<file path="config.mk">
export PLATFORM = sky130hd
export DESIGN_NAME = way_match
export DESIGN_NICKNAME = d
export VERILOG_FILES = /design/src/hdl/cache_pkg.sv /design/src/hdl/way_match.sv
export VERILOG_INCLUDE_DIRS = /design/src /design/src/include
export SDC_FILE = /design/constraint.sdc
export NUM_CORES = 1
export LEC_CHECK = 0
export BUFFER_PORTS_ARGS = -buffer_cell sky130_fd_sc_hd__buf_2
export CORE_AREA = 2 2 121 123
export DETAILED_ROUTE_END_ITERATION = 8
export DIE_AREA = 0 0 123 125
export GPL_TIMING_DRIVEN = 0
export MAX_ROUTING_LAYER = met4
export PLACE_DENSITY_LB_ADDON = 0.25
export SLEW_MARGIN = 20
export SYNTH_ARGS = -nofsm -noshare
export SYNTH_HDL_FRONTEND = slang
export SYNTH_SLANG_ARGS = --single-unit
export TNS_END_PERCENT = 30
</file>
<file path="constraint.sdc">
create_clock -name vclk -period 3.2
set_input_delay 0.16 -clock vclk [all_inputs]
set_output_delay 0.16 -clock vclk [all_outputs]
set_load 0.02 [all_outputs]
</file>
<file path="src/include/cache_settings.svh">
`ifndef CACHE_SETTINGS_SVH
`define CACHE_SETTINGS_SVH

// byte address width
`define ADDR_WIDTH 32

// one cache block, 8 bytes
`define BLOCK_WIDTH 64

// load and store data width
`define WORD_WIDTH 32

// sets per way
`define N_SETS 16

// memory model response delay in cycles
`define MEM_LATENCY 3

`endif

</file>
<file path="src/hdl/cache_pkg.sv">
`default_nettype none

`include "cache_settings.svh"

package cache_pkg;

    localparam int offset_bits = $clog2(`BLOCK_WIDTH / 8);
    localparam int index_bits = $clog2(`N_SETS);
    localparam int tag_bits = `ADDR_WIDTH - offset_bits - index_bits;

    typedef enum logic {
        READ = 1'b0,
        WRITE = 1'b1
    } req_type_t;

    // encoding 2'd3 is unused
    typedef enum logic [1:0] {
        BYTE = 2'd0,
        HALFWORD = 2'd1,
        WORD = 2'd2
    } req_width_t;

    typedef logic [`ADDR_WIDTH-1:0] addr_t;
    typedef logic [`WORD_WIDTH-1:0] word_t;
    typedef logic [`BLOCK_WIDTH-1:0] block_t;
    typedef logic [`ADDR_WIDTH-offset_bits-1:0] block_addr_t; // tag and index
    typedef logic [tag_bits-1:0] tag_t;
    typedef logic [index_bits-1:0] index_t;
    typedef logic [offset_bits-1:0] offset_t;

    // one tag array entry, valid bit on top
    typedef struct packed {
        logic valid;
        tag_t tag;
    } tag_entry_t;

endpackage

`default_nettype wire

</file>
<file path="src/hdl/way_match.sv">
`timescale 1ns/1ps
`default_nettype none

module way_match (
    input wire cache_pkg::addr_t lat_addr,
    input wire cache_pkg::tag_entry_t tag_out0,
    input wire cache_pkg::tag_entry_t tag_out1,
    input wire cache_pkg::block_t data_out0,
    input wire cache_pkg::block_t data_out1,
    input wire victim_bit,
    output logic hit,
    output logic hit_way,
    output cache_pkg::block_t hit_block,
    output cache_pkg::word_t rd_word,
    output logic [1:0] fill_way_we
);

    cache_pkg::tag_t lat_tag;
    cache_pkg::offset_t lat_offset;
    logic sel0;
    logic sel1;

    assign lat_tag = lat_addr[$bits(cache_pkg::addr_t)-1 -: cache_pkg::tag_bits];
    assign lat_offset = lat_addr[cache_pkg::offset_bits-1:0];

    assign sel0 = tag_out0.valid && (tag_out0.tag == lat_tag);
    assign sel1 = tag_out1.valid && (tag_out1.tag == lat_tag);

    assign hit = sel0 | sel1;
    assign hit_way = sel1;  // a block lives in at most one way
    assign hit_block = sel1 ? data_out1 : data_out0;

    // word starting at the addressed byte, upper bytes zero near the block end
    assign rd_word = cache_pkg::word_t'(hit_block >> {lat_offset, 3'b000});

    // refill target: an empty way first, else the random way
    always_comb begin
        case ({tag_out1.valid, tag_out0.valid})
            2'b11: begin
                fill_way_we = {victim_bit, ~victim_bit};
            end
            2'b01: begin
                fill_way_we = 2'b10;
            end
            default: begin
                fill_way_we = 2'b01;
            end
        endcase
    end

endmodule

`default_nettype wire

</file>
==> impl_results.md <==
* Vias at 5013
* Gr ovfl total at 0
* Setup-failing EPs final at 0
* Die Height at 125 um
* Sequential Area at 0 um2
* Vias in the first global route at 4993
* Die Width at 123 um
* Area of the core at 0.01420 mm2
* Largest net degree at the start of global routing at 11
* Drt wl/cell at 21.59 um
* GPL Wtd Cong at 0.8916
* CP startpoint: lat_addr[13]
* Slew HR at 37.83%
* Setup CP Type: primary input to output pin
* GRT Total Usage at 25.69%
* PwrDens at 148.0 mW/mm2
* First-pass GRT wire length at 29170 um
* DP Cell Count at 939
* Syn_nets at 659
* Leakage at 2.824 nW
* FMAX at 328.2 MHz
* Area Growth Syn to Fin at 54.72%
* Final WL at 20360 um
* Crit share post-route at 95.20%
* Crit-path max FO at 10
* DRC violations left at 0
* Unrepaired setup endpoints after global routing: false
* I/O pin cnt at 313
* Post-synthesis sequential area ratio at 0%
* Final Non-Filler Cells at 943
* Nets at 971
* Mean post-synth cell area at 7.577 um2
* Critical path startpoint category: primary input
* DRT antenna net count at 0
* Max-capacitance violation count at 0
* Worst EP required at 3.04 ns
* Endpoint class of the critical path: output pin
* Hold Crit Start: victim_bit
* Max-slew violations at 0
* Synthesis warning total at 0
* PortBufs at 309
* DR vias/cell at 5.316
* DRT Pass-1 Iters at 4
* Fin util at 36.81%
* Crit path time final at 3.047 ns
* Initial core utilization at 23.79%
* Peak supply drop at 0.06056 mV
* Min-delay worst type: primary input to output pin
* Least-Margin Pin Slew at 0.9291 ns
* WP data arrival at 2.89 ns
* Post-CTS Hold Buffers at 0
* Mapped Area at 0.003379 mm2
* FFs & Latches at 0
* Distinct cells, synth at 47
* Final HPWL DP at 16960 um
* Cells after synthesis at 446
* Num rows at 44
* Layout cell share with drive strength beyond 1 at 50.53%
* Endpoints failing hold at 0
* Clock buffers at 0
* Status: completed
* Initial DRC count at 318
* Antenna violations before repair at 3
* Full die area at 0.01538 mm2
## repair_timing
item | CTS | global route
endpoints found under the setup margin | 43 | 31
pin swaps | 1 | 3
resized for setup | 9 | 9
setup buffers | 1 | 0
## placed cells by master, fill, tap and decap left out, drive strengths merged, types with 2 or more instances in the layout
cell type,instances
a2111oi,3
a211o,3
a211oi,4
a21oi,4
a221o,3
a222oi,2
a22o,2
a22oi,6
and2,3
and3,2
buf,323
clkbuf,15
diode,3
inv,37
mux2,18
mux2i,40
mux4,33
nand2,96
nand3,14
nand4,8
nor2,17
nor3,10
nor4,9
nor4b,2
o2111a,4
o211ai,15
o21ai,11
o2bb2ai,3
o31a,3
o32a,3
o32ai,3
or4,2
xnor2,23
xor2,27
## cells by family (layout without fill, tap and decap cells)
kind of cell | Yosys count | count (layout) | synth area share (%)
compound gates | 75 | 75 | 17.29
other cells | 0 | 3 | 0
mux | 91 | 91 | 39.84
simple gates | 165 | 165 | 22.18
buf+inv | 65 | 375 | 7.738
xor+xnor | 50 | 50 | 12.96
## routing by layer
layer / share of wire, % / global-route usage, % / wire [um] / vias up
li1: - / - / - / 2298
met1: 39 / 30.03 / 7945 / 2391
met2: 52 / 47.84 / 10660 / 300
met3: 6.8 / 1.916 / 1382 / 24
met4: 1.8 / 4.612 / 368 / 0
met5: 0 / - / 0 / -
## stage by stage
stage | setup TNS [ns] | worst slack, ns | cell area (um2) | power, W | hold WS (ns)
after floorplan | 0 | 0.09954 | 3381 | 0.0004104 | 0.4812
final | 0 | 0.1535 | 5229 | 0.0007740 | 0.6421
after global routing | 0 | 0.002521 | 5229 | 0.0008251 | 0.6521
after global placement | -11.99 | -0.5482 | 5157 | 0.0007573 | 0.6469
after detailed placement | -10.55 | -0.5295 | 5157 | 0.0007612 | 0.6439
after CTS | 0 | 0.03618 | 5192 | 0.0007661 | 0.6451
## final timing paths
check | to | slack, ns | depth (start not counted)
setup / recovery | rd_word[28] | 0.15 | 12
hold / removal | fill_way_we[0] | 0.64 | 3
## final cells by class
type / count / area, um2
fill: 1605 / 8975
multi-input combinational: 381 / 3163
timing repair buffer: 310 / 1554
tap: 184 / 230.2
inverter: 37 / 138.9
buffer: 28 / 135.1
antenna: 3 / 7.507
## report_power, final
part           switching [W]        total, W    internal (W)
combinational       0.000451        0.000774        0.000323
sequential                 0               0               0
clock                      0  0.000000000126  0.000000000126
## synthesized netlist by cell type (all sizes together) (3+ instances only)
| library cell | instances | share of area, % |
|---|---|---|
| nand2 | 96 | 11 |
| a221o | 3 | 0.89 |
| nand3 | 14 | 2.1 |
| nand4 | 8 | 1.5 |
| xnor2 | 23 | 6.0 |
| a2111oi | 3 | 0.78 |
| a211o | 3 | 0.78 |
| a21oi | 4 | 0.59 |
| and2 | 3 | 0.56 |
| o32a | 3 | 0.89 |
| o21ai | 11 | 1.6 |
| a211oi | 4 | 0.89 |
| nor3 | 10 | 1.5 |
| buf | 12 | 1.9 |
| o32ai | 3 | 0.78 |
| o2111a | 4 | 1.3 |
| a22oi | 6 | 1.3 |
| inv | 37 | 4.1 |
| clkbuf | 16 | 1.8 |
| o31a | 3 | 0.78 |
| o2bb2ai | 3 | 0.78 |
| mux2i | 40 | 12 |
| nor4 | 9 | 2.1 |
| mux2 | 18 | 6.0 |
| mux4 | 33 | 22 |
| xor2 | 27 | 7.0 |
| o211ai | 15 | 3.3 |
| nor2 | 17 | 1.9 |
## worst max-delay path, cell delays in order
cell and delay [ns]:
buf_2 0.13, xor2_1 0.32, nor4b_4 0.09, and3_1 0.19, clkbuf_4 0.19, nand2_4 0.17, buf_4 0.30, buf_4 0.31
mux2i_1 0.36, mux2i_1 0.16, a211o_1 0.33, buf_2 0.16
No activity file was read; power rests on OpenSTA's default activity.
