**config.mk**
```make
export PLATFORM = sky130hd
export DESIGN_NAME = store_merge
export DESIGN_NICKNAME = d
export VERILOG_FILES = /design/src/hdl/cache_pkg.sv /design/src/hdl/store_merge.sv
export VERILOG_INCLUDE_DIRS = /design/src /design/src/include
export SDC_FILE = /design/constraint.sdc
export NUM_CORES = 1
export LEC_CHECK = 0
export BUFFER_PORTS_ARGS = -buffer_cell sky130_fd_sc_hd__buf_2
export CAP_MARGIN = 10
export CORE_AREA = 2 2 88 90
export DETAILED_ROUTE_END_ITERATION = 10
export DIE_AREA = 0 0 90 92
export GPL_TIMING_DRIVEN = 0
export PLACE_DENSITY = 0.67
export SYNTH_ARGS = -nofsm -noshare
export SYNTH_HDL_FRONTEND = slang
export SYNTH_SLANG_ARGS = --single-unit
```
**constraint.sdc**
```tcl
create_clock -name vclk -period 3.5
set_clock_uncertainty 0.05 [all_clocks]
set_input_delay 0.7 -clock vclk [all_inputs]
set_output_delay 0.7 -clock vclk [all_outputs]
set_load 0.005 [all_outputs]
```
**src/include/cache_settings.svh**
```systemverilog
`ifndef CACHE_SETTINGS_SVH
`define CACHE_SETTINGS_SVH

// byte address width
`define ADDR_WIDTH 32

// one cache block, 8 bytes
`define BLOCK_WIDTH 64

// load and store data width
`define WORD_WIDTH 32

// sets per way
`define N_SETS 16

// memory model response delay in cycles
`define MEM_LATENCY 3

`endif

```
**src/hdl/cache_pkg.sv**
```systemverilog
`default_nettype none

`include "cache_settings.svh"

package cache_pkg;

    localparam int offset_bits = $clog2(`BLOCK_WIDTH / 8);
    localparam int index_bits = $clog2(`N_SETS);
    localparam int tag_bits = `ADDR_WIDTH - offset_bits - index_bits;

    typedef enum logic {
        READ = 1'b0,
        WRITE = 1'b1
    } req_type_t;

    // encoding 2'd3 is unused
    typedef enum logic [1:0] {
        BYTE = 2'd0,
        HALFWORD = 2'd1,
        WORD = 2'd2
    } req_width_t;

    typedef logic [`ADDR_WIDTH-1:0] addr_t;
    typedef logic [`WORD_WIDTH-1:0] word_t;
    typedef logic [`BLOCK_WIDTH-1:0] block_t;
    typedef logic [`ADDR_WIDTH-offset_bits-1:0] block_addr_t; // tag and index
    typedef logic [tag_bits-1:0] tag_t;
    typedef logic [index_bits-1:0] index_t;
    typedef logic [offset_bits-1:0] offset_t;

    // one tag array entry, valid bit on top
    typedef struct packed {
        logic valid;
        tag_t tag;
    } tag_entry_t;

endpackage

`default_nettype wire

```
**src/hdl/store_merge.sv**
```systemverilog
`timescale 1ns/1ps
`default_nettype none

module store_merge (
    input wire cache_pkg::block_t hit_block,
    input wire cache_pkg::req_width_t req_width,
    input wire cache_pkg::offset_t offset,
    input wire cache_pkg::word_t wr_data,
    input wire mem_resp_valid,
    input wire cache_pkg::block_t mem_resp_block_data,
    output cache_pkg::block_t new_block
);

    localparam int n_lanes = $bits(cache_pkg::block_t) / 8;
    localparam int word_lanes = $bits(cache_pkg::word_t) / 8;

    localparam logic [n_lanes-1:0] byte_lanes = 'h1;
    localparam logic [n_lanes-1:0] half_lanes = 'h3;
    localparam logic [n_lanes-1:0] full_lanes = 'hf;

    logic [n_lanes-1:0] lane_mask;
    cache_pkg::block_t store_data;
    cache_pkg::block_t merged;

    // the store arrives aligned, so the data is repeated over the block
    // and the mask picks the addressed lanes
    always_comb begin
        case (req_width)
            cache_pkg::BYTE: begin
                lane_mask = byte_lanes << offset;
                store_data = {n_lanes{wr_data[7:0]}};
            end
            cache_pkg::HALFWORD: begin
                lane_mask = half_lanes << offset;
                store_data = {(n_lanes / 2){wr_data[15:0]}};
            end
            cache_pkg::WORD: begin
                lane_mask = full_lanes << offset;
                store_data = {(n_lanes / word_lanes){wr_data}};
            end
            default: begin
                lane_mask = '0;
                store_data = '0;
            end
        endcase
    end

    always_comb begin
        merged = hit_block;
        for (int i = 0; i < n_lanes; i++) begin
            if (lane_mask[i]) begin
                merged[8*i +: 8] = store_data[8*i +: 8];
            end
        end
    end

    assign new_block = mem_resp_valid ? mem_resp_block_data : merged; // refill wins

endmodule

`default_nettype wire

```
==> results.sh <==
export IMPL_critPathTopFamily="simple AND/OR/NAND/NOR gates"
export IMPL_die_h_microns=92
export IMPL_drc=0
export IMPL_post_place_cells=669
export IMPL_fmaxAchievable_mhz=292
export IMPL_crit_path_top_delay_cell="or4_2"
export IMPL_syn_area_sq_mm=0.00211
export IMPL_hold_class="in -> out"
export IMPL_avgSynthCellArea_sq_um=6.23
export IMPL_num_clock_buffers=0
export IMPL_worst_ir_drop_vdd_mv=0.0498
export IMPL_dieArea_sq_mm=0.00828
export IMPL_slowest_delay_ns=0.53
export IMPL_drt_initial_drc_count=202
export IMPL_syn2layout_area_growth_pct=64.5
export IMPL_num_rows=32
export IMPL_slew_viol_final=0
export IMPL_grtUsageTotal=0.235
export IMPL_cp_cell_sequence="buf_2 -> inv_1 -> ha_1 -> nor2_2 -> or4_2 -> buf_2 -> mux2i_1 -> o21ai_0 -> buf_2"
export IMPL_crit_buf_inv=4
export IMPL_use_met3=0.0115
export IMPL_yosys_cell_types_count=35
export IMPL_register_area_sq_um=0
export IMPL_fin_nets=743
export IMPL_min_period_ns=3.42
export IMPL_run_status="finished, final reports clean"
export IMPL_detail_route_first_pass_iterations=5
export IMPL_cp_max_fo=8
export IMPL_layout_commonest_cell="buf_2"
export IMPL_antenna_found_initial=0
export IMPL_ys_seq_area_frac=0
export IMPL_gp_congestion=0.879
export IMPL_wl_per_cell_microns=16.3
export IMPL_tns_ns=0
export IMPL_cp_start_kind="input port"
export IMPL_tightest_slew_ns=0.693
export IMPL_holdCritStartpoint="mem_resp_block_data[13]"
export IMPL_drive_above_1_share=0.449
export IMPL_seq_cells=0
export IMPL_final_setup_viol_count=0
export IMPL_ioPinCount=230
export IMPL_vias=3538
export IMPL_port_buffers=229
export IMPL_powerDensity_mw_per_mm2=136
export IMPL_p_leak_uw=0.00169
export IMPL_syn_inst=338
export IMPL_die_w_microns=90
export IMPL_core_sq_mm=0.00745
export IMPL_avgViaCountPerCell=5.26
export IMPL_grt_pass1_vias=3203
export IMPL_hold_viol=0
export IMPL_cap_violations=0
export IMPL_most_common_layout_cells="buf_2, nand2_1, o21ai_0"
export IMPL_arrival_ns=2.67
export IMPL_use_met1=0.299
export IMPL_end_kind="output pin"
export IMPL_required_ns=2.75
export IMPL_antenna_cells=0
export IMPL_grt_max_degree=11
export IMPL_wl_mm=10.9
export IMPL_fillers=824
export IMPL_place_hpwl_mm=9.31
export IMPL_yosys_warnings=0
export IMPL_rsz0062_at_grt="false"
export IMPL_grt_busiest_layer="met2"
export IMPL_slew_headroom=0.535
export IMPL_synth_net_count=509
export IMPL_crit_top_cell="buf_2"
export IMPL_fin_cells=672
export IMPL_grt_pass1_wl_mm=15.9
export IMPL_antenna_left=0
export IMPL_critPathKind="in -> out"
export IMPL_initial_core_util=0.283
export IMPL_grt_util_met2=0.445
export IMPL_holdPathStages=4
export IMPL_overflow=0
export IMPL_holdPathEnd="new_block[13]"
export IMPL_final_period_utilization=0.978
## tightest hold or removal path, stage by stage
cell	delay [ns]
buf_2	0.08
nand2_1	0.04
o21ai_0	0.05
buf_2	0.11
## cells by family after synthesis
logic type | after synthesis | synth area share
compound gates | 153 | 0.456
fa+ha+maj | 5 | 0.0297
mux | 41 | 0.195
simple gates | 103 | 0.246
buf+inv | 36 | 0.0737
## synthesized netlist by cell type
cell	count	area, sq um
o211a_1	1	10.0
buf_6	1	11.3
nor3b_1	8	60.1
nor2_2	2	12.5
nor2b_1	1	6.26
or4bb_2	1	12.5
o211ai_2	1	12.5
nand2_1	56	210
or3b_2	1	8.76
clkbuf_1	24	90.1
a31oi_1	16	100
o21ai_0	48	240
buf_4	2	15.0
a22oi_1	8	60.1
nor2_1	8	30.0
a21oi_1	32	160
inv_1	5	18.8
ha_1	5	62.6
nand3b_1	3	22.5
o21ai_2	1	8.76
nand3_1	8	40.0
buf_2	4	20.0
o2bb2ai_1	1	8.76
nor3_1	1	5.00
nand2b_1	10	62.6
nor4_4	1	21.3
o21ai_1	23	115
mux2i_1	41	410
a2111oi_4	2	55.1
a2bb2oi_1	17	149
nand4b_1	2	17.5
a211oi_4	1	20.0
or4_2	1	8.76
o21bai_2	1	11.3
a41oi_1	1	8.76
## metal layers
| layer | wire, microns | part of all wire | up-vias |
|---|---|---|---|
| li1 | - | - | 1727 |
| met1 | 4630 | 0.42 | 1635 |
| met2 | 5530 | 0.51 | 160 |
| met3 | 597 | 0.055 | 16 |
| met4 | 174 | 0.016 | 0 |
| met5 | 0 | 0 | - |
## timing repair
item	4_1_cts	5_1_grt
buffers inserted	0	3
hold buffers	0	0
gates resized for setup	0	6
endpoints found under the setup margin	0	48
## power breakdown
group	internal, uW	switching (uW)
combinational	227	245
clock	0	0
sequential	0	0
total	227	245
## final cells by class
class | instances | area (sq um) | area share
Timing Repair Buffer | 232 | 1210 | 0.348
Multi-Input combinational cell | 302 | 1970 | 0.570
Buffer | 31 | 138 | 0.0397
Tap cell | 102 | 128 | 0.0368
Inverter | 5 | 18.8 | 0.00542
## worst max path at each step
stage / start / end / slack [ns] / cells after the start
4_1_cts: req_width[0] / new_block[30] / 0.01 / 8
2_1_floorplan: req_width[0] / new_block[10] / 0.57 / 7
6_report: req_width[0] / new_block[9] / 0.08 / 9
3_5_place_dp: req_width[0] / new_block[30] / 0.02 / 8
5_1_grt: req_width[0] / new_block[9] / 0.02 / 9
3_3_place_gp: req_width[0] / new_block[27] / 0.07 / 8
## through the flow
| stage | instance area [sq um] | hold slack, ns | setup WS [ns] | power, uW | utilization |
|---|---|---|---|---|---|
| global route | 3460 | 1.65 | 0.0168 | 515 | 0.465 |
| floorplan | 2110 | 1.44 | 0.565 | 238 | - |
| global placement | 3380 | 1.62 | 0.0659 | 448 | 0.454 |
| CTS | 3380 | 1.62 | 0.0117 | 458 | 0.454 |
| finish | 3460 | 1.62 | 0.0787 | 472 | 0.465 |
| detailed placement | 3380 | 1.62 | 0.0183 | 456 | 0.454 |
(Power assumes the default switching activity.)
