--- src/include/cache_settings.svh ---
`ifndef CACHE_SETTINGS_SVH
`define CACHE_SETTINGS_SVH

// byte address width
`define ADDR_WIDTH 32

// one cache block, 8 bytes
`define BLOCK_WIDTH 64

// load and store data width
`define WORD_WIDTH 32

// sets per way
`define N_SETS 16

// memory model response delay in cycles
`define MEM_LATENCY 3

`endif

--- src/hdl/cache_pkg.sv ---
`default_nettype none

`include "cache_settings.svh"

package cache_pkg;

    localparam int offset_bits = $clog2(`BLOCK_WIDTH / 8);
    localparam int index_bits = $clog2(`N_SETS);
    localparam int tag_bits = `ADDR_WIDTH - offset_bits - index_bits;

    typedef enum logic {
        READ = 1'b0,
        WRITE = 1'b1
    } req_type_t;

    // encoding 2'd3 is unused
    typedef enum logic [1:0] {
        BYTE = 2'd0,
        HALFWORD = 2'd1,
        WORD = 2'd2
    } req_width_t;

    typedef logic [`ADDR_WIDTH-1:0] addr_t;
    typedef logic [`WORD_WIDTH-1:0] word_t;
    typedef logic [`BLOCK_WIDTH-1:0] block_t;
    typedef logic [`ADDR_WIDTH-offset_bits-1:0] block_addr_t; // tag and index
    typedef logic [tag_bits-1:0] tag_t;
    typedef logic [index_bits-1:0] index_t;
    typedef logic [offset_bits-1:0] offset_t;

    // one tag array entry, valid bit on top
    typedef struct packed {
        logic valid;
        tag_t tag;
    } tag_entry_t;

endpackage

`default_nettype wire

--- src/hdl/cache_ctrl.sv ---
`timescale 1ns/1ps
`default_nettype none

module cache_ctrl (
    input wire clk,
    input wire init,
    input wire req_valid,
    input wire cache_pkg::req_type_t req_type,
    input wire cache_pkg::req_width_t req_width,
    input wire cache_pkg::addr_t req_addr,
    input wire cache_pkg::word_t req_wr_data,
    input wire hit,
    input wire hit_way,
    input wire [1:0] fill_way_we,
    input wire mem_req_ready,
    input wire mem_resp_valid,
    output logic ram_read,
    output logic [1:0] tag_write,
    output logic [1:0] data_write,
    output cache_pkg::req_width_t lat_width,
    output cache_pkg::addr_t lat_addr,
    output cache_pkg::word_t lat_wr_data,
    output logic resp_valid,
    output logic mem_req_valid,
    output cache_pkg::req_type_t mem_req_type,
    output cache_pkg::block_addr_t mem_req_block_addr
);

    logic lat_valid;
    cache_pkg::req_type_t lat_type;
    logic was_valid;    // response already given to the held request
    logic refill_wait;  // READ accepted, block not back yet
    logic wt_pending;   // write-through still waiting for ready
    logic fill_done;    // cycle after a refill, lookup repeats
    logic hold;
    logic lookup_ok;
    logic miss_req;
    logic wt_req;
    logic mem_accept;

    // a waiting write-through keeps the RAM output and the latched store steady,
    // since both feed the merged block on mem_req_block_data
    assign hold = wt_pending & ~mem_req_ready;
    assign ram_read = req_valid & ~hold;

    assign lookup_ok = lat_valid & ~was_valid & ~refill_wait & ~fill_done & ~wt_pending;

    assign resp_valid = lookup_ok & hit;
    assign miss_req = lookup_ok & ~hit;
    assign wt_req = resp_valid & (lat_type == cache_pkg::WRITE);

    assign mem_req_valid = miss_req | wt_req | wt_pending;
    assign mem_req_type = miss_req ? cache_pkg::READ : cache_pkg::WRITE; // every miss refills first
    assign mem_req_block_addr = lat_addr[$bits(cache_pkg::addr_t)-1:cache_pkg::offset_bits];
    assign mem_accept = mem_req_valid & mem_req_ready;

    // refill writes tag and data into the chosen way, a store hit only the data
    assign tag_write = mem_resp_valid ? fill_way_we : 2'b00;

    always_comb begin
        if (mem_resp_valid) begin
            data_write = fill_way_we;
        end else if (wt_req) begin
            data_write = hit_way ? 2'b10 : 2'b01;
        end else begin
            data_write = 2'b00;
        end
    end

    // latched request, re-taken every lookup cycle
    always_ff @(posedge clk) begin
        if (!hold) begin
            lat_type <= req_type;
            lat_width <= req_width;
            lat_addr <= req_addr;
            lat_wr_data <= req_wr_data;
        end
    end

    always_ff @(posedge clk or posedge init) begin
        if (init) begin
            lat_valid <= 1'b0;
            was_valid <= 1'b0;
            refill_wait <= 1'b0;
            wt_pending <= 1'b0;
            fill_done <= 1'b0;
        end else begin
            lat_valid <= req_valid;
            was_valid <= resp_valid;  // pipeline drops req_valid the cycle after
            fill_done <= mem_resp_valid;

            if (mem_accept && (mem_req_type == cache_pkg::READ)) begin
                refill_wait <= 1'b1;
            end else if (mem_resp_valid) begin
                refill_wait <= 1'b0;
            end

            if (mem_accept) begin
                wt_pending <= 1'b0;
            end else if (wt_req) begin
                wt_pending <= 1'b1;
            end
        end
    end

endmodule

`default_nettype wire

--- config.mk ---
export PLATFORM = sky130hd
export DESIGN_NAME = cache_ctrl
export DESIGN_NICKNAME = d
export VERILOG_FILES = /design/src/hdl/cache_pkg.sv /design/src/hdl/cache_ctrl.sv
export VERILOG_INCLUDE_DIRS = /design/src /design/src/include
export SDC_FILE = /design/constraint.sdc
export NUM_CORES = 1
export LEC_CHECK = 0
export ABC_AREA = 0
export BUFFER_PORTS_ARGS = -buffer_cell sky130_fd_sc_hd__buf_4
export CORE_ASPECT_RATIO = 0.5
export CORE_MARGIN = 2
export CORE_UTILIZATION = 36
export DETAILED_ROUTE_END_ITERATION = 10
export GPL_TIMING_DRIVEN = 0
export HOLD_SLACK_MARGIN = 0.06
export PLACE_DENSITY_LB_ADDON = 0.12
export SETUP_SLACK_MARGIN = 0.2
export SLEW_MARGIN = 20
export SYNTH_ARGS = -nofsm -noshare
export SYNTH_HDL_FRONTEND = slang
export SYNTH_SLANG_ARGS = --single-unit
--- constraint.sdc ---
create_clock -name clk -period 3.2 [get_ports clk]
set_input_delay 0.8 -clock clk [delete_from_list [all_inputs] [get_ports clk]]
set_output_delay 0.8 -clock clk [all_outputs]
set_load 0.02 [all_outputs]
==> impl_summary.md <==
GRT
Summed over all layers, the global routing overflow is 0. The number of global-route vias before repair is 1593. The maximum number of pins on one net before global-route repair is 51. The initial antenna violation count is 0.

Global routing used 14.4% of the available tracks across all layers. The global-route wire length before repair is 7850 um.

Floorplanning
After floorplanning, the core was sized to cover 0.00667 mm2. Once the floorplan was initialized, standard cells occupied 37.3% of the core. The width of the die is 122 um. The floorplan has 21 rows. The y dimension of the die is 62.8 um. The die covers 0.00763 mm2. For this design the top-level I/O count stands at 179.

Synthesis
The top cell type by area accounts for 80.9% of the synthesized area. In the synthesized netlist, the number of instances is 123. By instance count, the leading cell after synthesis is edfxtp_1. The dominant register cell in the synthesized netlist is edfxtp_1. The largest area contributor in the synthesized netlist is edfxtp_1. The number of warnings reported in the yosys synthesis log is 0. The distinct cell type count of the synthesized netlist is 16. Counting instances in the post-synthesis netlist gives the leading cell types as edfxtp_1 (67), buf_4 (29), inv_1 (7).

The synthesized design contains 67 enable-type register cells. The register bit count reported by yosys is 72. The synthesized net count is 199. The share of synthesized area occupied by flip-flops and latches is 86.0%.

A synthesized cell averages 20.2 um2. After synthesis, the cell types taking the most area are edfxtp_1 (81%), buf_4 (8.8%), dfrtp_1 (5.0%). The post-synthesis cell area is 0.00249 mm2. The fraction of synthesis flops using an asynchronous set or reset pin is 6.94%.

Final layout
The total number of nets in the final design is 389. The end-of-flow core utilization is 63.3%. The post-route netlist has 70.1% of its cells at a drive strength greater than 1. The diode insertion count for antenna repair is 0. The count of non-filler cells in the finished layout is 410. The relative area change from synthesis to final layout is 70.1%.

Clock network
Buffers inserted to repair hold after CTS numbered 0. The clock latency of the later-clocked register in the worst-skew pair is 0.33 ns. The root cell of the clock tree is clkbuf_16. In this run the deepest clock path goes through 2 buffers.

The number of setup buffers added after CTS is 0. Clock tree synthesis found a total of 72 sinks. The clock edge transition at the registers on the reported setup and hold paths is 0.05 ns. Counting the buffers created by CTS gives 9. TritonCTS built the clock tree. The number of gates resized after CTS was 0. In this run the number of H-tree levels came out at 3.

STA
The hold violation count in the final report came to 0. Setup repair after global routing left no endpoint under its margin. In the post-route analysis, the smallest setup slack over all paths is 0.590 ns.

Based on the critical path, the design can be clocked at up to 0.383 GHz. The post-route fraction of the period consumed by the critical path is 81.6%. Setup violations remaining at the end of the flow were counted as 0.

The routed design could run at a clock period as short as 2.61 ns. The transition at the pin with the smallest max-transition slack is 0.397 ns. The number of max-slew violations in the final report is 0. Headroom to the max-slew limit came out at 73.2%. The setup clock skew after layout is 0.00336 ns.

Worst setup path
The arrival time of the worst setup path is 1.81 ns. The element type at the critical path end is an output pin. The register-to-register setup slack is 1.71 ns. The type of origin of the critical path is a flop.

The startpoint identified for the worst register-to-register timing path is refill_wait$_DFFE_PP0P_. At the worst endpoint, the required time is 2.40 ns. The capture point of the worst reg-to-reg path is refill_wait$_DFFE_PP0P_. The largest fanout of any net on the critical path is 3. The classification of the worst setup path is flop to output pin. The count of cells along the worst register-to-register path is 3.

Detailed routing
The overall via count from detail_route is 1683. In the final routed layout, each cell accounts on average for 13.1 um. After detailed routing, the number of vias per cell comes to 4.10. The final antenna-violating net count is 0. The starting DRC count in detailed routing is 70. In the routed design, unresolved DRC markers number 0. The aggregate routed wire length is 5390 um. The number of iterations in the first detailed-routing pass is 4.

Power and ir drop
For this design the ratio of total power to cell area is 548 mW/mm2. Across the VDD grid, the largest voltage drop is 0.000357 V. The static leakage is 0.00199 uW.

Worst hold path
The type of the tightest min-delay check is primary input to async pin.

Flow run
The max-cap check violation count is 0.

Placed design
At the end of routability-driven placement, the weighted congestion stood at 0.689. The half-perimeter wire length after detailed placement is 4000 um. The cell count after placement is 394. The worst setup slack before clock tree synthesis is 0.793 ns. Port buffering added 178 buffers.

Outcome
The flow ran to the end, and the final reports show no timing, DRC or antenna violations.
layer usage:
layer  vias to the layer above  GRT usage, %  part of all wire, %
met5                         -             0                    0
met4                         0          7.76                  1.6
met3                         7          6.30                  8.3
met2                        82          25.7                   56
met1                       787          14.0                   34
li1                        807             -                    -
kinds of logic (layout without fill, tap and decap cells):
| kind of cell | after synthesis | count (layout) | synth area share, % |
|---|---|---|---|
| DFF | 72 | 72 | 86.0 |
| and+or+nand+nor | 10 | 10 | 2.62 |
| buffers and inverters | 36 | 231 | 9.81 |
| AOI/OAI and AO/OA | 5 | 5 | 1.61 |
worst max-delay path by stage:
| stage | from | to | slack (ns) | depth (start not counted) |
|---|---|---|---|---|
| floorplan | mem_req_ready | ram_read | 0.37 | 3 |
| global placement | mem_req_ready | ram_read | -0.17 | 5 |
| detailed placement | mem_req_ready | ram_read | 0.79 | 5 |
| CTS | refill_wait$_DFFE_PP0P_ | mem_req_type | 0.58 | 3 |
| global route | refill_wait$_DFFE_PP0P_ | data_write[1] | 0.48 | 4 |
| finish | refill_wait$_DFFE_PP0P_ | mem_req_type | 0.59 | 3 |
critical path: stages, from the launching register on:
cell     delay (ns)
dfrtp_1        0.39
or4b_1         0.56
or3_4          0.37
buf_4          0.17
stage by stage:
stage	setup TNS [ns]	total power [uW]	hold WS [ns]	area (um2)
5_1_grt	0	2410	0.373	4230
6_report	0	2320	0.375	4230
4_1_cts	0	2350	0.361	4230
2_1_floorplan	0	1280	0.530	2490
3_3_place_gp	-0.168	1480	0.549	3940
3_5_place_dp	0	1490	0.567	3970
placed cells by master, fill, tap and decap left out, drive strengths merged:
| cell | instances |
|---|---|
| dfrtp | 5 |
| o22ai | 1 |
| clkbuf | 10 |
| nand3 | 1 |
| a21oi | 1 |
| and2 | 1 |
| edfxtp | 67 |
| nor2b | 1 |
| o41ai | 2 |
| nand2 | 3 |
| buf | 208 |
| and3 | 1 |
| clkinv | 6 |
| o21ai | 1 |
| or4b | 1 |
| or3 | 1 |
| inv | 7 |
| nor4b | 1 |
layout make-up:
cell class	instances	area, um2
flip-flops and latches	72	2140
clock inverters	6	26.3
well taps	92	115
fillers	537	2450
multi-input cells	15	113
repair buffers	179	1360
clock buffers	10	229
plain buffers	29	218
inverters	7	26.3
state kept, by name, summed over array words and instances, names as in the netlist:
name         flops
wt_pending       1
refill_wait      1
lat_type         1
lat_addr        32
was_valid        1
fill_done        1
lat_width        2
lat_wr_data     32
lat_valid        1
power breakdown:
group | total [uW] | switching, uW | internal (uW)
Clock | 851 | 340 | 511
Combinational | 352 | 166 | 186
Sequential | 1110 | 22.0 | 1090
Note: power is estimated with default switching activity, not from simulation.
