==> config.mk <==
export PLATFORM = sky130hd
export DESIGN_NAME = set_ram
export DESIGN_NICKNAME = d
export VERILOG_FILES = /design/src/hdl/set_ram.sv
export SDC_FILE = /design/constraint.sdc
export NUM_CORES = 1
export LEC_CHECK = 0
export BUFFER_PORTS_ARGS = -buffer_cell sky130_fd_sc_hd__buf_2
export CORE_MARGIN = 4
export CORE_UTILIZATION = 29
export DETAILED_ROUTE_END_ITERATION = 8
export PLACE_DENSITY = 0.49
export SYNTH_ARGS = -nofsm -noshare
export SYNTH_HDL_FRONTEND = slang
export SYNTH_SLANG_ARGS = --single-unit
==> constraint.sdc <==
create_clock -name clk -period 9.88 [get_ports clk]
set_input_delay 0.494 -clock clk [delete_from_list [all_inputs] [get_ports clk]]
set_output_delay 0.494 -clock clk [all_outputs]
set_load 0.005 [all_outputs]
==> src/hdl/set_ram.sv <==
`timescale 1ns/1ps
`default_nettype none

// two ways side by side, one shared index
module set_ram #(
    parameter type entry_t = logic [7:0],
    parameter int depth = 16
) (
    input wire clk,
    input wire init,
    input wire en,                           // registered read of both ways
    input wire [$clog2(depth)-1:0] index,
    input wire [1:0] way_we,                 // one write enable per way
    input wire entry_t din,
    output entry_t dout0,
    output entry_t dout1
);

    entry_t mem [2][depth];

    // reads return the contents from before a write in the same cycle
    always_ff @(posedge clk or posedge init) begin
        if (init) begin
            for (int w = 0; w < 2; w++) begin
                for (int i = 0; i < depth; i++) begin
                    mem[w][i] <= '0;         // clears the valid bits of the tag array
                end
            end
            dout0 <= '0;
            dout1 <= '0;
        end else begin
            for (int w = 0; w < 2; w++) begin
                if (way_we[w]) begin
                    mem[w][index] <= din;
                end
            end
            if (en) begin
                dout0 <= mem[0][index];
                dout1 <= mem[1][index];
            end
        end
    end

endmodule

`default_nettype wire

==> impl_metrics.json, run 1 <==
{
  "status": "finished clean",
  "rsz0062_at_grt": "no",
  "cp_num_buf_inv": 2,
  "grt_pass1_wl_um": 48800,
  "stdcell_count": 1456,
  "initialDrtViolationCount": 399,
  "rrSetupSlack_ns": 8.20,
  "setup_tns_ns": 0,
  "fin_skew_ns": 0.00919,
  "mappedNetlistNets": 864,
  "cts_setup_buffers": 0,
  "start_kind": "input port",
  "power.leakage_nw": 6.11,
  "synth_seq_cells": 272,
  "cts_root_buffer": "clkbuf_16",
  "clk_pin_slew_worst_paths_ns": 0.06,
  "final_core_util": 0.337,
  "syn-cell-area_mm2": 0.0126,
  "worstSetupPathType": "in -> reg",
  "synth_warnings": 0,
  "critPathLaunch": "index[1]",
  "ys_types": 39,
  "cts_buffers": 31,
  "grt_max_degree": 116,
  "grt_overflow": 0,
  "cp_top_family": "buffers and inverters",
  "cp-end-kind": "flop",
  "synth.avg_cell_area_um2": 14.8,
  "clock_sinks": 272,
  "synth_cells": 847,
  "power_density_mw_per_mm2": 231,
  "hold_class": "in -> async",
  "drv_slew": 0,
  "netSwitchingPower_mw": 0.807,
  "crit_required_ns": 10.31,
  "cpPeakStageDelay_ns": 0.75,
  "die_area_mm2": 0.0467,
  "rr_endpoint": "dout0[7]",
  "cp.depth": 6,
  "core_region_area_mm2": 0.0424,
  "die_h_um": 216,
  "insertion_delay_ns": 0.55,
  "slew_headroom": 0.291,
  "port_buffers": 32,
  "grt_pass1_vias": 7495,
  "worst_pin_slew_ns": 1.06,
  "pwr-share-seq": 0.451,
  "ir_worst_vdd_uv": 131,
  "setup_violations": 0,
  "ctsHtreeMaxLevel": 1,
  "firstDrtPassIters": 4,
  "period_minus_slack_ns": 2.78,
  "dp_hpwl_um": 18600,
  "place_inst": 1398,
  "ant_nets": 0,
  "gr-usage-all-layers": 0.133,
  "hold_violations": 0,
  "final_common_cell": "dfrtp_1",
  "drc": 0,
  "pin_count": 33,
  "drt-total-wl_um": 30900,
  "place_congestion": 0.682,
  "start_util": 0.296,
  "setup_ws_ns": 7.10,
  "layout-drive-gt1-share": 0.478,
  "max_freq_mhz": 359,
  "reg2reg_from": "mem[183]",
  "pre_cts_slack_ns": 6.50,
  "cts_tree": "done",
  "yosysSeqAreaShare": 0.542,
  "crit_slowest_cell": "buf_4",
  "cts_hold_buffers": 0,
  "power_frac_comb": 0.158,
  "antenna_found_initial": 1,
  "cts.path.max_buffers": 3,
  "reg2reg_depth": 4,
  "post-route-period-util": 0.282,
  "cp_max_fo": 64,
  "via_per_inst": 4.84,
  "areaGrowthSynthToFinish_pct": 13.8,
  "post_drt_wl_per_cell_um": 21.2,
  "crit_end": "dout1[4]",
  "clkPwrFrac": 0.390,
  "p_sw_frac": 0.244,
  "critical_path.cell_chain": "buf_6, buf_4, mux4_2, mux2i_1, nor2_1, o32a_1",
  "die_w_um": 216,
  "p_int_mw": 2.50,
  "power_mw": 3.31,
  "drv_cap": 0,
  "worst_ep_arrival_time_ns": 3.21,
  "final_cell_mix": "dfrtp_1, mux2_2, mux2i_1, mux4_2, clkbuf_16",
  "nets": 871,
  "cts_resized": 0,
  "num_rows": 75,
  "num_vias": 7040
}
-- kinds of logic (layout without fill, tap and decap cells) --
| kind of cell | count (synthesis) | after routing | share of synthesized area |
|---|---|---|---|
| multiplexers | 368 | 368 | 0.351 |
| buffers and inverters | 64 | 95 | 0.0298 |
| flip-flops | 272 | 272 | 0.542 |
| other | 0 | 1 | 0 |
| AO/OA/AOI/OAI | 48 | 48 | 0.0313 |
| AND/OR/NAND/NOR | 95 | 95 | 0.0457 |
-- layer usage --
layer | GRT usage | part of all wire | vias up
li1 | - | - | 3151
met1 | 0.199 | 0.50 | 3759
met2 | 0.210 | 0.46 | 87
met3 | 0.0139 | 0.023 | 43
met4 | 0.0254 | 0.021 | 0
met5 | 0 | 0 | -
-- power by group through the flow --
stage / logic (mW) / registers [mW] / clock network [mW]
finish: 0.524 / 1.49 / 1.29
global placement: 0.522 / 1.51 / 0
detailed placement: 0.535 / 1.52 / 0
global route: 0.579 / 1.53 / 1.37
floorplan: 0.428 / 1.47 / 0
CTS: 0.535 / 1.50 / 1.32
-- Yosys cell counts (all sizes together) --
| cell type | number | share of area |
|---|---|---|
| a31oi | 6 | 0.0030 |
| and2 | 11 | 0.0055 |
| and2b | 1 | 0.00060 |
| buf | 30 | 0.019 |
| clkbuf | 33 | 0.010 |
| dfrtp | 272 | 0.54 |
| inv | 1 | 0.00030 |
| mux2 | 262 | 0.23 |
| mux2i | 74 | 0.059 |
| mux4 | 32 | 0.058 |
| nand2 | 23 | 0.0077 |
| nand2b | 4 | 0.0026 |
| nand3 | 4 | 0.0020 |
| nand4 | 1 | 0.0010 |
| nand4b | 2 | 0.0024 |
| nor2 | 36 | 0.015 |
| nor2b | 2 | 0.0010 |
| nor3 | 5 | 0.0055 |
| o221a | 6 | 0.0054 |
| o221ai | 10 | 0.0070 |
| o22ai | 16 | 0.0080 |
| o32a | 10 | 0.0080 |
| or2 | 4 | 0.0020 |
| or3 | 2 | 0.0010 |
-- stage by stage --
| step | hold slack (ns) | instance area (um^2) |
|---|---|---|
| 6_report | 0.120 | 14300 |
| 5_1_grt | 0.173 | 14300 |
| 4_1_cts | 0.161 | 14300 |
| 3_5_place_dp | 0.475 | 13100 |
| 3_3_place_gp | 0.465 | 13100 |
| 2_1_floorplan | 0.453 | 12600 |
-- registers in the layout, indices dropped and copies added (netlist names) --
name / flops
dout1: 8
mem: 256
dout0: 8
-- layout make-up --
class	count	area [um^2]
fillers	4263	28100
flip-flops and latches	272	6810
multi-input cells	511	5380
clock buffers	43	911
well taps	577	722
clock inverters	14	253
repair buffers	37	206
inverters	1	11.3
diodes	1	2.50
-- how the worst min path moves through the flow --
stage          startpoint        to  slack [ns]  cells after the start
2_1_floorplan    mem[129]  mem[129]        0.45                      1
3_5_place_dp      mem[23]   mem[23]        0.48                      1
6_report             init  mem[212]        0.12                      2
3_3_place_gp     mem[224]  mem[224]        0.46                      1
5_1_grt              init  mem[212]        0.17                      2
4_1_cts              init  mem[216]        0.16                      2
(Power assumes the default switching activity.)
==> inputs of run 2 (changes only) <==
Settings changed: PLACE_DENSITY 0.49 to 0.51.
Clock period 9.88 ns to 2.4 ns, I/O delays scaled along.
==> run 2 against run 1 <==
  * Clock power grew to 3.9 times the previous value
  * Via count is 1.6% higher
  * Register-to-register slack lost 7.5 ns
  * Clock-buffer cell count shrank 1
  * Die area stayed put
  * Setup slack worse by 6.4 ns
  * Combinational power grew to 4.2 times the previous value
  * Worst hold slack got worse by 0.074 ns
  * Final cell count rose by 2.2%
  * Sequential share of layout area shrank 0.80 points
  * Sequential power rose to 4.1 times the previous value
  * Highest routed layer unchanged
==> impl_metrics.json, run 2 (synthesized netlist as in run 1, its figures left out) <==
{
  "status": "finished clean",
  "hold_class": "in -> reg",
  "layout-drive-gt1-share": 0.498,
  "drv_slew": 0,
  "rsz0062_at_grt": "no",
  "antenna_found_initial": 0,
  "initialDrtViolationCount": 338,
  "firstDrtPassIters": 4,
  "grt_max_degree": 68,
  "final_core_util": 0.343,
  "via_per_inst": 4.81,
  "power_density_mw_per_mm2": 919,
  "cts.path.max_buffers": 3,
  "fin_skew_ns": 0.00593,
  "die_h_um": 216,
  "cp_max_fo": 2,
  "num_vias": 7150,
  "place_congestion": 0.714,
  "cts_tree": "done",
  "gr-usage-all-layers": 0.133,
  "worstSetupPathType": "reg -> reg",
  "critical_path.cell_chain": "mux4_2, mux2i_1, nor2_1, o32a_1",
  "cpPeakStageDelay_ns": 0.48,
  "slew_headroom": 0.496,
  "crit_slowest_cell": "mux4_2",
  "post_drt_wl_per_cell_um": 20.8,
  "pin_count": 33,
  "clock_sinks": 272,
  "die_area_mm2": 0.0467,
  "worst_pin_slew_ns": 0.756,
  "drc": 0,
  "grt_pass1_wl_um": 48900,
  "drv_cap": 0,
  "post-route-period-util": 0.712,
  "cts_buffers": 31,
  "areaGrowthSynthToFinish_pct": 15.7,
  "rrSetupSlack_ns": 0.69,
  "power.leakage_nw": 6.25,
  "clk_pin_slew_worst_paths_ns": 0.06,
  "cp_top_family": "multiplexers",
  "whs_ns": 0.0455,
  "final_cell_mix": "dfrtp_1, mux2_2, mux2i_1, buf_4",
  "nets": 904,
  "grt_pass1_vias": 7641,
  "max_freq_mhz": 585,
  "ir_worst_vdd_uv": 529,
  "insertion_delay_ns": 0.56,
  "cp-end-kind": "flop",
  "port_buffers": 32,
  "dp_hpwl_um": 19800,
  "grt_overflow": 0,
  "core_region_area_mm2": 0.0424,
  "cts_root_buffer": "clkbuf_16",
  "drt-total-wl_um": 30900,
  "largest-register": "mem",
  "top_regs": "mem: 256 flops, dout0: 8 flops, dout1: 8 flops",
  "die_w_um": 216,
  "setup_violations": 0,
  "start_util": 0.296,
  "ant_nets": 0,
  "hold_violations": 0,
  "period_minus_slack_ns": 1.71,
  "largest_reg_flops": 256,
  "worst_ep_arrival_time_ns": 2.15,
  "start_kind": "flop",
  "cp_num_buf_inv": 0,
  "final_common_cell": "dfrtp_1",
  "antennaDiodeCount": 0,
  "num_rows": 75,
  "ctsHtreeMaxLevel": 1,
  "crit_required_ns": 2.84
}
run 2: cell count changes in the layout (fill, tap and decap cells not counted):
cell,previous run,this run
clkbuf_1,3,1
diode_2,1,0
inv_6,1,0
buf_4,6,33
clkbuf_8,9,10
clkinvlp_4,0,5
bufinv_16,7,4
dlygate4sd3_1,0,1
buf_12,0,5
clkinv_4,1,0
clkinv_2,5,7
inv_8,1,0
run 2: worst register-to-register path, stage by stage, from the launching register on:
cell and delay, ns:
dfrtp_1 0.37, mux4_2 0.48, mux2i_1 0.30, nor2_1 0.10, o32a_1 0.36
run 2: timing repair:
action / in CTS / in global routing
hold buffers: 1 / 0
hold endpoints to repair: 18 / 0
resized for setup: 0 / 0
buffers inserted: 0 / 0
run 2: final timing paths:
check / from / to / cells past startpoint
max in group asynchronous: init / mem[40] / 4
worst max-delay path: mem[37] / dout1[5] / 4
worst min-delay path: index[2] / dout1[3] / 3
min in group asynchronous: init / dout0[4] / 3
worst max register to register: mem[37] / dout1[5] / 4
worst min register to register: mem[129] / mem[129] / 1
run 2: per-layer routing:
| layer | GRT usage | wire length, um | share of wire |
|---|---|---|---|
| met1 | 0.191 | 14900 | 0.48 |
| met2 | 0.215 | 14600 | 0.47 |
| met3 | 0.0172 | 888 | 0.029 |
| met4 | 0.0316 | 525 | 0.017 |
| met5 | 0 | 0 | 0 |
run 2: power by group:
group	internal [mW]	switching, mW	total [mW]
sequential	5.64	0.529	6.17
clock	3.09	1.92	5.01
combinational	1.30	0.885	2.18
run 2: stage by stage:
step / setup WS (ns) / cells / setup TNS [ns] / instance area (um^2) / power [mW]
5_1_grt: 0.673 / 1488 / 0 / 14500 / 14.1
2_1_floorplan: -1.32 / 847 / -357.79 / 12600 / 7.83
3_5_place_dp: 0.188 / 1430 / 0 / 13400 / 8.48
3_3_place_gp: 0.239 / 1430 / 0 / 13400 / 8.41
6_report: 0.690 / 1488 / 0 / 14500 / 13.4
4_1_cts: 0.706 / 1488 / 0 / 14500 / 13.6
run 2: area by class of cell:
cell class	count	area (um^2)
fillers	4184	27900
clock inverters	15	185
inverters	1	7.51
clock buffers	42	917
multi-input cells	511	5380
repair buffers	70	519
flip-flops and latches	272	6810
well taps	577	722
