--- config.mk ---
export PLATFORM = sky130hd
export DESIGN_NAME = way_lfsr
export DESIGN_NICKNAME = d
export VERILOG_FILES = /design/src/hdl/way_lfsr.sv
export SDC_FILE = /design/constraint.sdc
export NUM_CORES = 1
export LEC_CHECK = 0
export BUFFER_PORTS_ARGS = -buffer_cell sky130_fd_sc_hd__buf_2
export CORE_AREA = 2 2 39 41
export CTS_CLUSTER_SIZE = 28
export DETAILED_ROUTE_END_ITERATION = 10
export DIE_AREA = 0 0 41 43
export SLEW_MARGIN = 0
export SYNTH_ARGS = -nofsm -noshare
export SYNTH_HDL_FRONTEND = slang
export SYNTH_SLANG_ARGS = --single-unit
--- constraint.sdc ---
create_clock -name clk -period 1.3 [get_ports clk]
set_clock_uncertainty 0.15 [all_clocks]
set_input_delay 0.26 -clock clk [delete_from_list [all_inputs] [get_ports clk]]
set_output_delay 0.26 -clock clk [all_outputs]
set_load 0.02 [all_outputs]
--- src/hdl/way_lfsr.sv ---
`timescale 1ns/1ps
`default_nettype none

module way_lfsr (
    input wire clk,
    input wire init,
    input wire step,        // one advance per refill
    output logic victim_bit
);

    localparam logic [7:0] seed = 8'hb5; // any nonzero value

    logic [7:0] lfsr;
    logic feedback;

    // taps for x^8 + x^6 + x^5 + x^4 + 1, maximal length
    assign feedback = lfsr[7] ^ lfsr[5] ^ lfsr[4] ^ lfsr[3];

    always_ff @(posedge clk or posedge init) begin
        if (init) begin
            lfsr <= seed;
        end else if (step) begin
            lfsr <= {lfsr[6:0], feedback};
        end
    end

    assign victim_bit = lfsr[7];

endmodule

`default_nettype wire

==> impl_metrics.json, run 1 <==
{
  "ir_worst_vdd_mv": 0.7839,
  "n_antenna_cell": 0,
  "final_cell_mix": "mux2_2 (7), dfstp_2 (5), clkbuf_4 (3), dfrtp_1 (3)",
  "grt_pass1_wl_um": 993,
  "status": "finished with violations",
  "pin_count": 4,
  "layout_commonest_cell": "mux2_2",
  "setup-tns-final_ns": -0.003525,
  "synthAdderAreaFrac": 0,
  "clock.fmax_mhz": 767.2,
  "hp-start": "step",
  "wl_per_cell_um": 11.65,
  "cp_max_fo": 2,
  "max_flop_register": "lfsr",
  "largest_reg_flops": 8,
  "drt-total-wl_um": 536,
  "htreeDepth": 1,
  "critPathKind": "reg2out",
  "fin_util": 0.3011,
  "drive_above_1_share": 0.6667,
  "hp-class": "in2reg",
  "antenna_found_initial": 0,
  "period_share": 1.003,
  "setup.worst_path.start_class": "flip-flop",
  "numCtsBuffers": 3,
  "synth_xor_area_frac": 0.07985,
  "rsz0062_at_grt": "yes",
  "hold_violations": 0,
  "clk_transition_reported_paths_ns": 0.05,
  "p_per_area_nw_per_um2": 2692,
  "drt_iter0_drc": 0,
  "arrival_ns": 0.89,
  "critPathTopFamily": "flip-flops",
  "violations": "negative setup slack",
  "min_path_cells": 2,
  "synth_top_family_by_area": "multiplexers",
  "hold_end": "lfsr[0]$_DFFE_PP1P_",
  "route.detailed.drc": 0,
  "seq_area_frac_synth": 0.6274,
  "drv_slew": 0,
  "insertion_delay_ns": 0.25,
  "regToRegSetupSlack_ns": 0.03,
  "maxSlewHeadroom": 0.7982,
  "die_h_um": 43,
  "die_area_um2": 1763,
  "coreArea_um2": 1384,
  "clk_path_buf_depth": 2,
  "drt-pass1-iter-count": 1,
  "grt_max_degree": 10,
  "cts_root_buffer": "clkbuf_4",
  "ant_nets": 0,
  "grt_use_total": 0.09340,
  "drv_cap": 0,
  "rows": 14,
  "muxShareOfSynthArea": 0.2395,
  "clkSinkCount": 8,
  "syn_inst": 22,
  "crit_buf_inv": 1,
  "cp_cell_sequence": "buf_6",
  "top_regs": "lfsr: 8 flops",
  "total_power_mw": 1.122,
  "p_leak_nw": 0.1711,
  "syn_area_per_cell_um2": 14.96,
  "port_buffers": 3,
  "timing.rr.end": "lfsr[0]$_DFFE_PP1P_",
  "syn_to_final_growth_pct": 26.62,
  "worst_slew_pin_slew_ns": 0.3024,
  "nNetsFinal": 34,
  "synth_compound_area_frac": 0.01521,
  "crit_slowest_cell": "dfstp_2",
  "synth_nets": 25,
  "setup_slack_ns": -0.003525,
  "synthSimpleGateAreaFrac": 0.01141,
  "vias": 184,
  "dp_slack_ns": 0.1230,
  "routabilityCongestion": 0.5743,
  "max_stage_delay_ns": 0.54,
  "overflow": 0,
  "setup_violations": 1,
  "cts_tree": "done",
  "worst_setup_path_end_kind": "output pin",
  "crit_required_ns": 0.89,
  "yosys_warnings": 0,
  "start_util": 0.2378,
  "place_hpwl_um": 382.5,
  "via_per_inst": 4.000,
  "post_synth_instance_area_um2": 329.1,
  "synth_seq_cells": 8,
  "die_w_um": 41,
  "final.min_clock_period_ns": 1.304,
  "r2r_cells": 4,
  "synth_cell_types": 8,
  "reg2reg_from": "lfsr[7]$_DFFE_PP1P_",
  "hold_slack_ns": 0.1689,
  "grt_pass1_vias": 221
}
[Yosys cell counts]
library cell | number | area [um^2]
dfrtp_1 | 3 | 75.07
xnor2_1 | 3 | 26.28
inv_1 | 1 | 3.750
buf_2 | 1 | 5.000
mux2_2 | 7 | 78.83
a21oi_1 | 1 | 5.000
nor2_1 | 1 | 3.750
dfstp_2 | 5 | 131.4
[layer usage]
metal  vias up  global-route usage  routed length [um]
met5         -                   0                   0
met4         0             0.08000                   0
met3         0             0.04712                  26
met2         4              0.1344                 303
met1        90             0.09333                 206
li1         90                   -                   -
[cell families (layout without fill, tap and decap cells)]
family,after synthesis,in the layout
compound gates,1,1
mux,7,7
xor+xnor,3,3
flops,8,8
buf+inv,2,10
simple gates,1,1
[layout make-up]
cell class	instances	area, um^2
clock buffers	4	26.28
fillers	144	967.2
inverters	1	3.754
multi-input cells	12	121.4
flip-flops and latches	8	206.4
well taps	16	20.02
repair buffers	5	38.79
[metrics by stage]
stage          cell area (um^2)  std cells
2_1_floorplan             329.1         22
3_3_place_gp              359.1         40
3_5_place_dp              359.1         40
4_1_cts                   409.1         46
5_1_grt                   416.7         46
6_report                  416.7         46
[power by group]
group          switching, mW  internal (mW)
clock                 0.0844          0.117
sequential            0.0891          0.435
combinational          0.149          0.247
[worst max path at each step]
stage | startpoint | endpoint | slack [ns] | cells after the start
3_5_place_dp | lfsr[7]$_DFFE_PP1P_ | lfsr[0]$_DFFE_PP1P_ | 0.12 | 3
3_3_place_gp | lfsr[7]$_DFFE_PP1P_ | lfsr[0]$_DFFE_PP1P_ | 0.17 | 3
2_1_floorplan | lfsr[7]$_DFFE_PP1P_ | lfsr[0]$_DFFE_PP1P_ | 0.14 | 3
6_report | lfsr[7]$_DFFE_PP1P_ | victim_bit | -0.004 | 1
5_1_grt | lfsr[7]$_DFFE_PP1P_ | victim_bit | -0.04 | 1
4_1_cts | lfsr[7]$_DFFE_PP1P_ | victim_bit | -0.02 | 1
[timing repair]
item	CTS	global route
resized for setup	2	1
hold endpoints to repair	3	0
hold buffers	1	0
setup buffers	1	0
setup endpoints to repair	1	2
pin swaps	1	2
gates cloned	0	0
Power figures use the tool's default switching activity.
==> run 2, diff against run 1 <==
Settings changed: RECOVER_POWER set to 50.
==> run 2 against run 1 <==
The flow still finishes with violations (negative setup slack). Register-to-register slack about the same. Via count decreased by 0.54%. First-iteration DRC count unchanged. Power decreased by 0.48%. Clock-buffer cell count unchanged. Cell area unchanged. Die area unchanged. Core utilization unchanged.
==> impl_metrics.json, run 2 (synthesis gave the netlist of run 1 again) <==
{
  "total_power_mw": 1.116,
  "clkSinkCount": 8,
  "hp-class": "in2reg",
  "max_stage_delay_ns": 0.54,
  "drv_cap": 0,
  "reg2reg_from": "lfsr[7]$_DFFE_PP1P_",
  "ant_nets": 0,
  "critPathTopFamily": "flip-flops",
  "rows": 14,
  "crit_buf_inv": 1,
  "instances_no_fill": 46,
  "drt_iter0_drc": 0,
  "pin_count": 4,
  "regToRegSetupSlack_ns": 0.03,
  "grt_use_total": 0.09340,
  "maxSlewHeadroom": 0.7980,
  "layout_commonest_cell": "mux2_2",
  "antenna_found_initial": 0,
  "min_path_cells": 2,
  "coreArea_um2": 1384,
  "clk_transition_reported_paths_ns": 0.05,
  "die_w_um": 41,
  "p_seq_frac": 0.465,
  "internal_power_mw": 0.7938,
  "crit_slowest_cell": "dfstp_2",
  "placed_area_um2": 359.1,
  "drt-total-wl_um": 537,
  "port_buffers": 3,
  "p_clk_frac": 0.181,
  "period_share": 1.003,
  "switching_power_mw": 0.3226,
  "p_leak_nw": 0.1704,
  "via_per_inst": 3.978,
  "largest_reg_flops": 8,
  "syn_to_final_growth_pct": 26.62,
  "start_util": 0.2378,
  "overflow": 0,
  "r2r_cells": 4,
  "timing.rr.end": "lfsr[0]$_DFFE_PP1P_",
  "hold_violations": 0,
  "ir_worst_vdd_mv": 0.7739,
  "power.share.combinational": 0.354,
  "hold_end": "lfsr[0]$_DFFE_PP1P_",
  "routabilityCongestion": 0.5743,
  "setup.worst_path.start_class": "flip-flop",
  "insertion_delay_ns": 0.25,
  "sw_frac_of_total": 0.2890,
  "setup_violations": 1,
  "die_area_um2": 1763,
  "drive_above_1_share": 0.6333,
  "design_area_um2": 416.7,
  "dp_slack_ns": 0.1230,
  "route.detailed.drc": 0,
  "worst_setup_path_end_kind": "output pin",
  "rsz0062_at_grt": "yes",
  "die_h_um": 43,
  "max_flop_register": "lfsr",
  "arrival_ns": 0.89,
  "final.min_clock_period_ns": 1.304,
  "htreeDepth": 1,
  "worst_slew_pin_slew_ns": 0.3027,
  "setup-tns-final_ns": -0.003525,
  "nNetsFinal": 34,
  "n_antenna_cell": 0,
  "setup_slack_ns": -0.003525,
  "place_hpwl_um": 382.5,
  "drv_slew": 0,
  "final_cell_mix": "mux2_2 (7), dfstp_2 (4), clkbuf_4 (3), dfrtp_1 (3)",
  "vias": 183,
  "grt_pass1_wl_um": 993,
  "clock.fmax_mhz": 767.2,
  "wl_per_cell_um": 11.67,
  "violations": "negative setup slack",
  "cts_tree": "done",
  "critPathKind": "reg2out",
  "grt_max_degree": 10,
  "p_per_area_nw_per_um2": 2679,
  "crit_required_ns": 0.89,
  "status": "finished with violations",
  "top_regs": "lfsr: 8 flops",
  "hp-start": "step",
  "dp_cells": 40,
  "cp_cell_sequence": "buf_6",
  "numCtsBuffers": 3,
  "cp_max_fo": 2,
  "cts_root_buffer": "clkbuf_4",
  "clk_path_buf_depth": 2,
  "drt-pass1-iter-count": 1,
  "grt_pass1_vias": 221
}
run 2: cell counts in the layout (fill, tap and decap cells not counted):
Identical to the previous run, type by type.
run 2: worst reg2reg max path, stage by stage, from the launching register on:
cell and delay (ns):
dfstp_2 0.54, buf_4 0.13, xnor2_2 0.12, xnor2_1 0.09
a21oi_1 0.17
run 2: how the worst max path moves through the flow:
stage,from,slack [ns],depth (start not counted),end
after CTS,lfsr[7]$_DFFE_PP1P_,-0.02,1,victim_bit
after global routing,lfsr[7]$_DFFE_PP1P_,-0.04,1,victim_bit
after detailed placement,lfsr[7]$_DFFE_PP1P_,0.12,3,lfsr[0]$_DFFE_PP1P_
after global placement,lfsr[7]$_DFFE_PP1P_,0.17,3,lfsr[0]$_DFFE_PP1P_
after floorplan,lfsr[7]$_DFFE_PP1P_,0.14,3,lfsr[0]$_DFFE_PP1P_
final,lfsr[7]$_DFFE_PP1P_,-0.004,1,victim_bit
run 2: cell type report:
cell class | count | area [um^2]
Clock buffer | 4 | 26.28
Inverter | 1 | 3.754
Multi-Input combinational cell | 12 | 121.4
Tap cell | 16 | 20.02
Fill cell | 144 | 967.2
Sequential cell | 8 | 206.4
Timing Repair Buffer | 5 | 38.79
run 2: routing by layer:
layer / vias up / share of wire / global-route usage
met5: - / 0 / 0
met4: 0 / 0 / 0.08000
met3: 0 / 0.048 / 0.04712
met2: 4 / 0.57 / 0.1344
met1: 89 / 0.38 / 0.09333
li1: 90 / - / -
run 2: power by group through the flow:
stage               Clock (mW)  Combinational (mW)  Sequential (mW)
floorplan                    0               0.246            0.521
global placement             0               0.304            0.508
detailed placement           0               0.321            0.533
CTS                      0.218               0.379            0.524
global route             0.239               0.436            0.538
finish                   0.202               0.395            0.519
run 2: timing repair:
action / CTS / global route
setup endpoints to repair: 1 / 2
hold endpoints to repair: 3 / 0
pin swaps: 1 / 2
resized for setup: 2 / 1
setup buffers: 1 / 0
hold buffers: 1 / 0
run 2: stage by stage:
| stage | utilization | hold WS [ns] |
|---|---|---|
| 5_1_grt | 0.3011 | 0.1785 |
| 3_5_place_dp | 0.2595 | 0.06153 |
| 6_report | 0.3011 | 0.1688 |
| 3_3_place_gp | 0.2595 | 0.03803 |
| 4_1_cts | 0.2957 | 0.1676 |
| 2_1_floorplan | - | -0.07792 |
==> run 3, diff against run 2 <==
Clock period 1.3 ns to 1.41 ns, I/O delays scaled along.
==> run 3 against run 2 <==
Clock power shrank 4%. Highest routed layer is now met4. Core utilization down 0.81 points. Non-clock buffer count is the same. Cell area fell by 2.7%. Via count shrank 0.55%. Critical path type unchanged. Global-route usage is 0.38 points lower. Wire length shrank 3.7%. Register-to-register slack better by 0.13 ns. The run now ends clean. Worst setup slack gained 0.064 ns.
==> impl_metrics.json, run 3 (synthesis gave the netlist of run 1 again) <==
{
  "status": "finished clean",
  "antenna_found_initial": 0,
  "busiest_layer": "met2",
  "max_flop_register": "lfsr",
  "total_power_mw": 0.9931,
  "vias": 182,
  "cts_tree": "done",
  "routabilityCongestion": 0.5840,
  "numCtsBuffers": 3,
  "die_h_um": 43,
  "crit_buf_inv": 1,
  "nNetsFinal": 34,
  "start_util": 0.2378,
  "setup_slack_ns": 0.06056,
  "path_depth": 1,
  "final.min_clock_period_ns": 1.349,
  "maxSlewHeadroom": 0.8099,
  "htreeDepth": 1,
  "largest_reg_flops": 8,
  "hp-class": "in2reg",
  "n_antenna_cell": 0,
  "setup-tns-final_ns": 0,
  "worst_slew_pin_slew_ns": 0.2849,
  "n_fill_cell": 141,
  "regToRegSetupSlack_ns": 0.16,
  "overflow": 0,
  "timing.rr.end": "lfsr[0]$_DFFE_PP1P_",
  "switching_power_mw": 0.2880,
  "period_share": 0.9571,
  "pin_count": 4,
  "p_clk_frac": 0.196,
  "rsz0062_at_grt": "no",
  "clk_path_buf_depth": 2,
  "clk_transition_reported_paths_ns": 0.05,
  "critPathKind": "reg2out",
  "crit_end": "victim_bit",
  "arrival_ns": 0.92,
  "p_per_area_nw_per_um2": 2450,
  "hold_violations": 0,
  "via_per_inst": 3.957,
  "grt.met2_usage": 0.1063,
  "grt_max_degree": 10,
  "met1_usage": 0.09091,
  "drive_above_1_share": 0.6000,
  "clock.fmax_mhz": 741.0,
  "cts_root_buffer": "clkbuf_4",
  "drv_cap": 0,
  "drt-pass1-iter-count": 2,
  "wl_per_cell_um": 11.24,
  "drt_iter0_drc": 3,
  "ant_nets": 0,
  "syn_to_final_growth_pct": 23.19,
  "port_buffers": 3,
  "reg2reg_from": "lfsr[7]$_DFFE_PP1P_",
  "p_seq_frac": 0.473,
  "grt_use_total": 0.08961,
  "cp-startpoint": "lfsr[7]$_DFFE_PP1P_",
  "setup.worst_path.start_class": "flip-flop",
  "clkSinkCount": 8,
  "grt_pass1_vias": 181,
  "cp_max_fo": 2,
  "ir_worst_vdd_mv": 0.8066,
  "coreArea_um2": 1384,
  "drv_slew": 0,
  "sw_frac_of_total": 0.2900,
  "crit_slowest_cell": "dfstp_2",
  "dp_slack_ns": 0.2540,
  "worst_setup_path_end_kind": "output pin",
  "drt-total-wl_um": 517,
  "setup_violations": 0,
  "max_stage_delay_ns": 0.52,
  "critPathTopFamily": "flip-flops",
  "layout_commonest_cell": "mux2_2",
  "grt_pass1_wl_um": 876,
  "p_leak_nw": 0.1633,
  "cp_cell_sequence": "buf_4",
  "die_area_um2": 1763,
  "r2r_cells": 4,
  "die_w_um": 41,
  "rows": 14,
  "power.share.combinational": 0.332,
  "fin_util": 0.2929,
  "route.detailed.drc": 0,
  "internal_power_mw": 0.7051,
  "top_regs": "lfsr: 8 flops",
  "gr-usage-met3": 0.07853,
  "final_cell_mix": "mux2_2 (7), dfstp_2 (4), xnor2_1 (3), clkbuf_4 (3), dfrtp_1 (3)",
  "insertion_delay_ns": 0.26,
  "crit_required_ns": 0.98
}
## run 3: cell types whose count changed in the layout (fill, tap and decap cells not counted)
cell	before	now
buf_4	1	2
buf_6	1	0
xnor2_1	2	3
xnor2_2	1	0
## run 3: layer usage
metal / up-vias / wire length (um)
met5: - / 0
met4: 0 / 29
met3: 5 / 48
met2: 7 / 239
met1: 82 / 200
li1: 88 / -
## run 3: repair_timing
item / CTS / global route
endpoints found under the setup margin: 1 / 1
hold buffers: 1 / 0
gates resized for setup: 1 / 0
buffers inserted: 0 / 1
hold endpoints to repair: 3 / 0
## run 3: how the worst min path moves through the flow
stage / start / endpoint / slack, ns / depth (start not counted)
2_1_floorplan: init / lfsr[1]$_DFFE_PP0P_ / -0.06 / 1
3_3_place_gp: init / lfsr[1]$_DFFE_PP0P_ / 0.06 / 2
3_5_place_dp: init / lfsr[3]$_DFFE_PP0P_ / 0.08 / 2
4_1_cts: step / lfsr[0]$_DFFE_PP1P_ / 0.15 / 2
5_1_grt: step / lfsr[0]$_DFFE_PP1P_ / 0.19 / 2
6_report: step / lfsr[0]$_DFFE_PP1P_ / 0.16 / 2
## run 3: per-stage QoR
step / instances / hold slack, ns / cell area [um^2]
after floorplan: 22 / -0.05592 / 329.1
after global placement: 40 / 0.06078 / 359.1
after detailed placement: 40 / 0.08068 / 359.1
after CTS: 45 / 0.1503 / 397.9
after global routing: 46 / 0.1890 / 405.4
final: 46 / 0.1647 / 405.4
## run 3: cell type report
cell class	instances	area [um^2]	share of cell area
Sequential cell	8	206.4	0.5093
Multi-Input combinational cell	12	113.9	0.2809
Timing Repair Buffer	5	35.03	0.08642
Clock buffer	4	26.28	0.06481
Tap cell	16	20.02	0.04938
Inverter	1	3.754	0.009259
## run 3: power groups by stage
stage          logic [mW]  registers (mW)  clock network [mW]
2_1_floorplan       0.226           0.481                   0
3_3_place_gp        0.280           0.468                   0
3_5_place_dp        0.292           0.489                   0
4_1_cts             0.306           0.485               0.208
5_1_grt             0.367           0.488               0.227
6_report            0.329           0.469               0.194
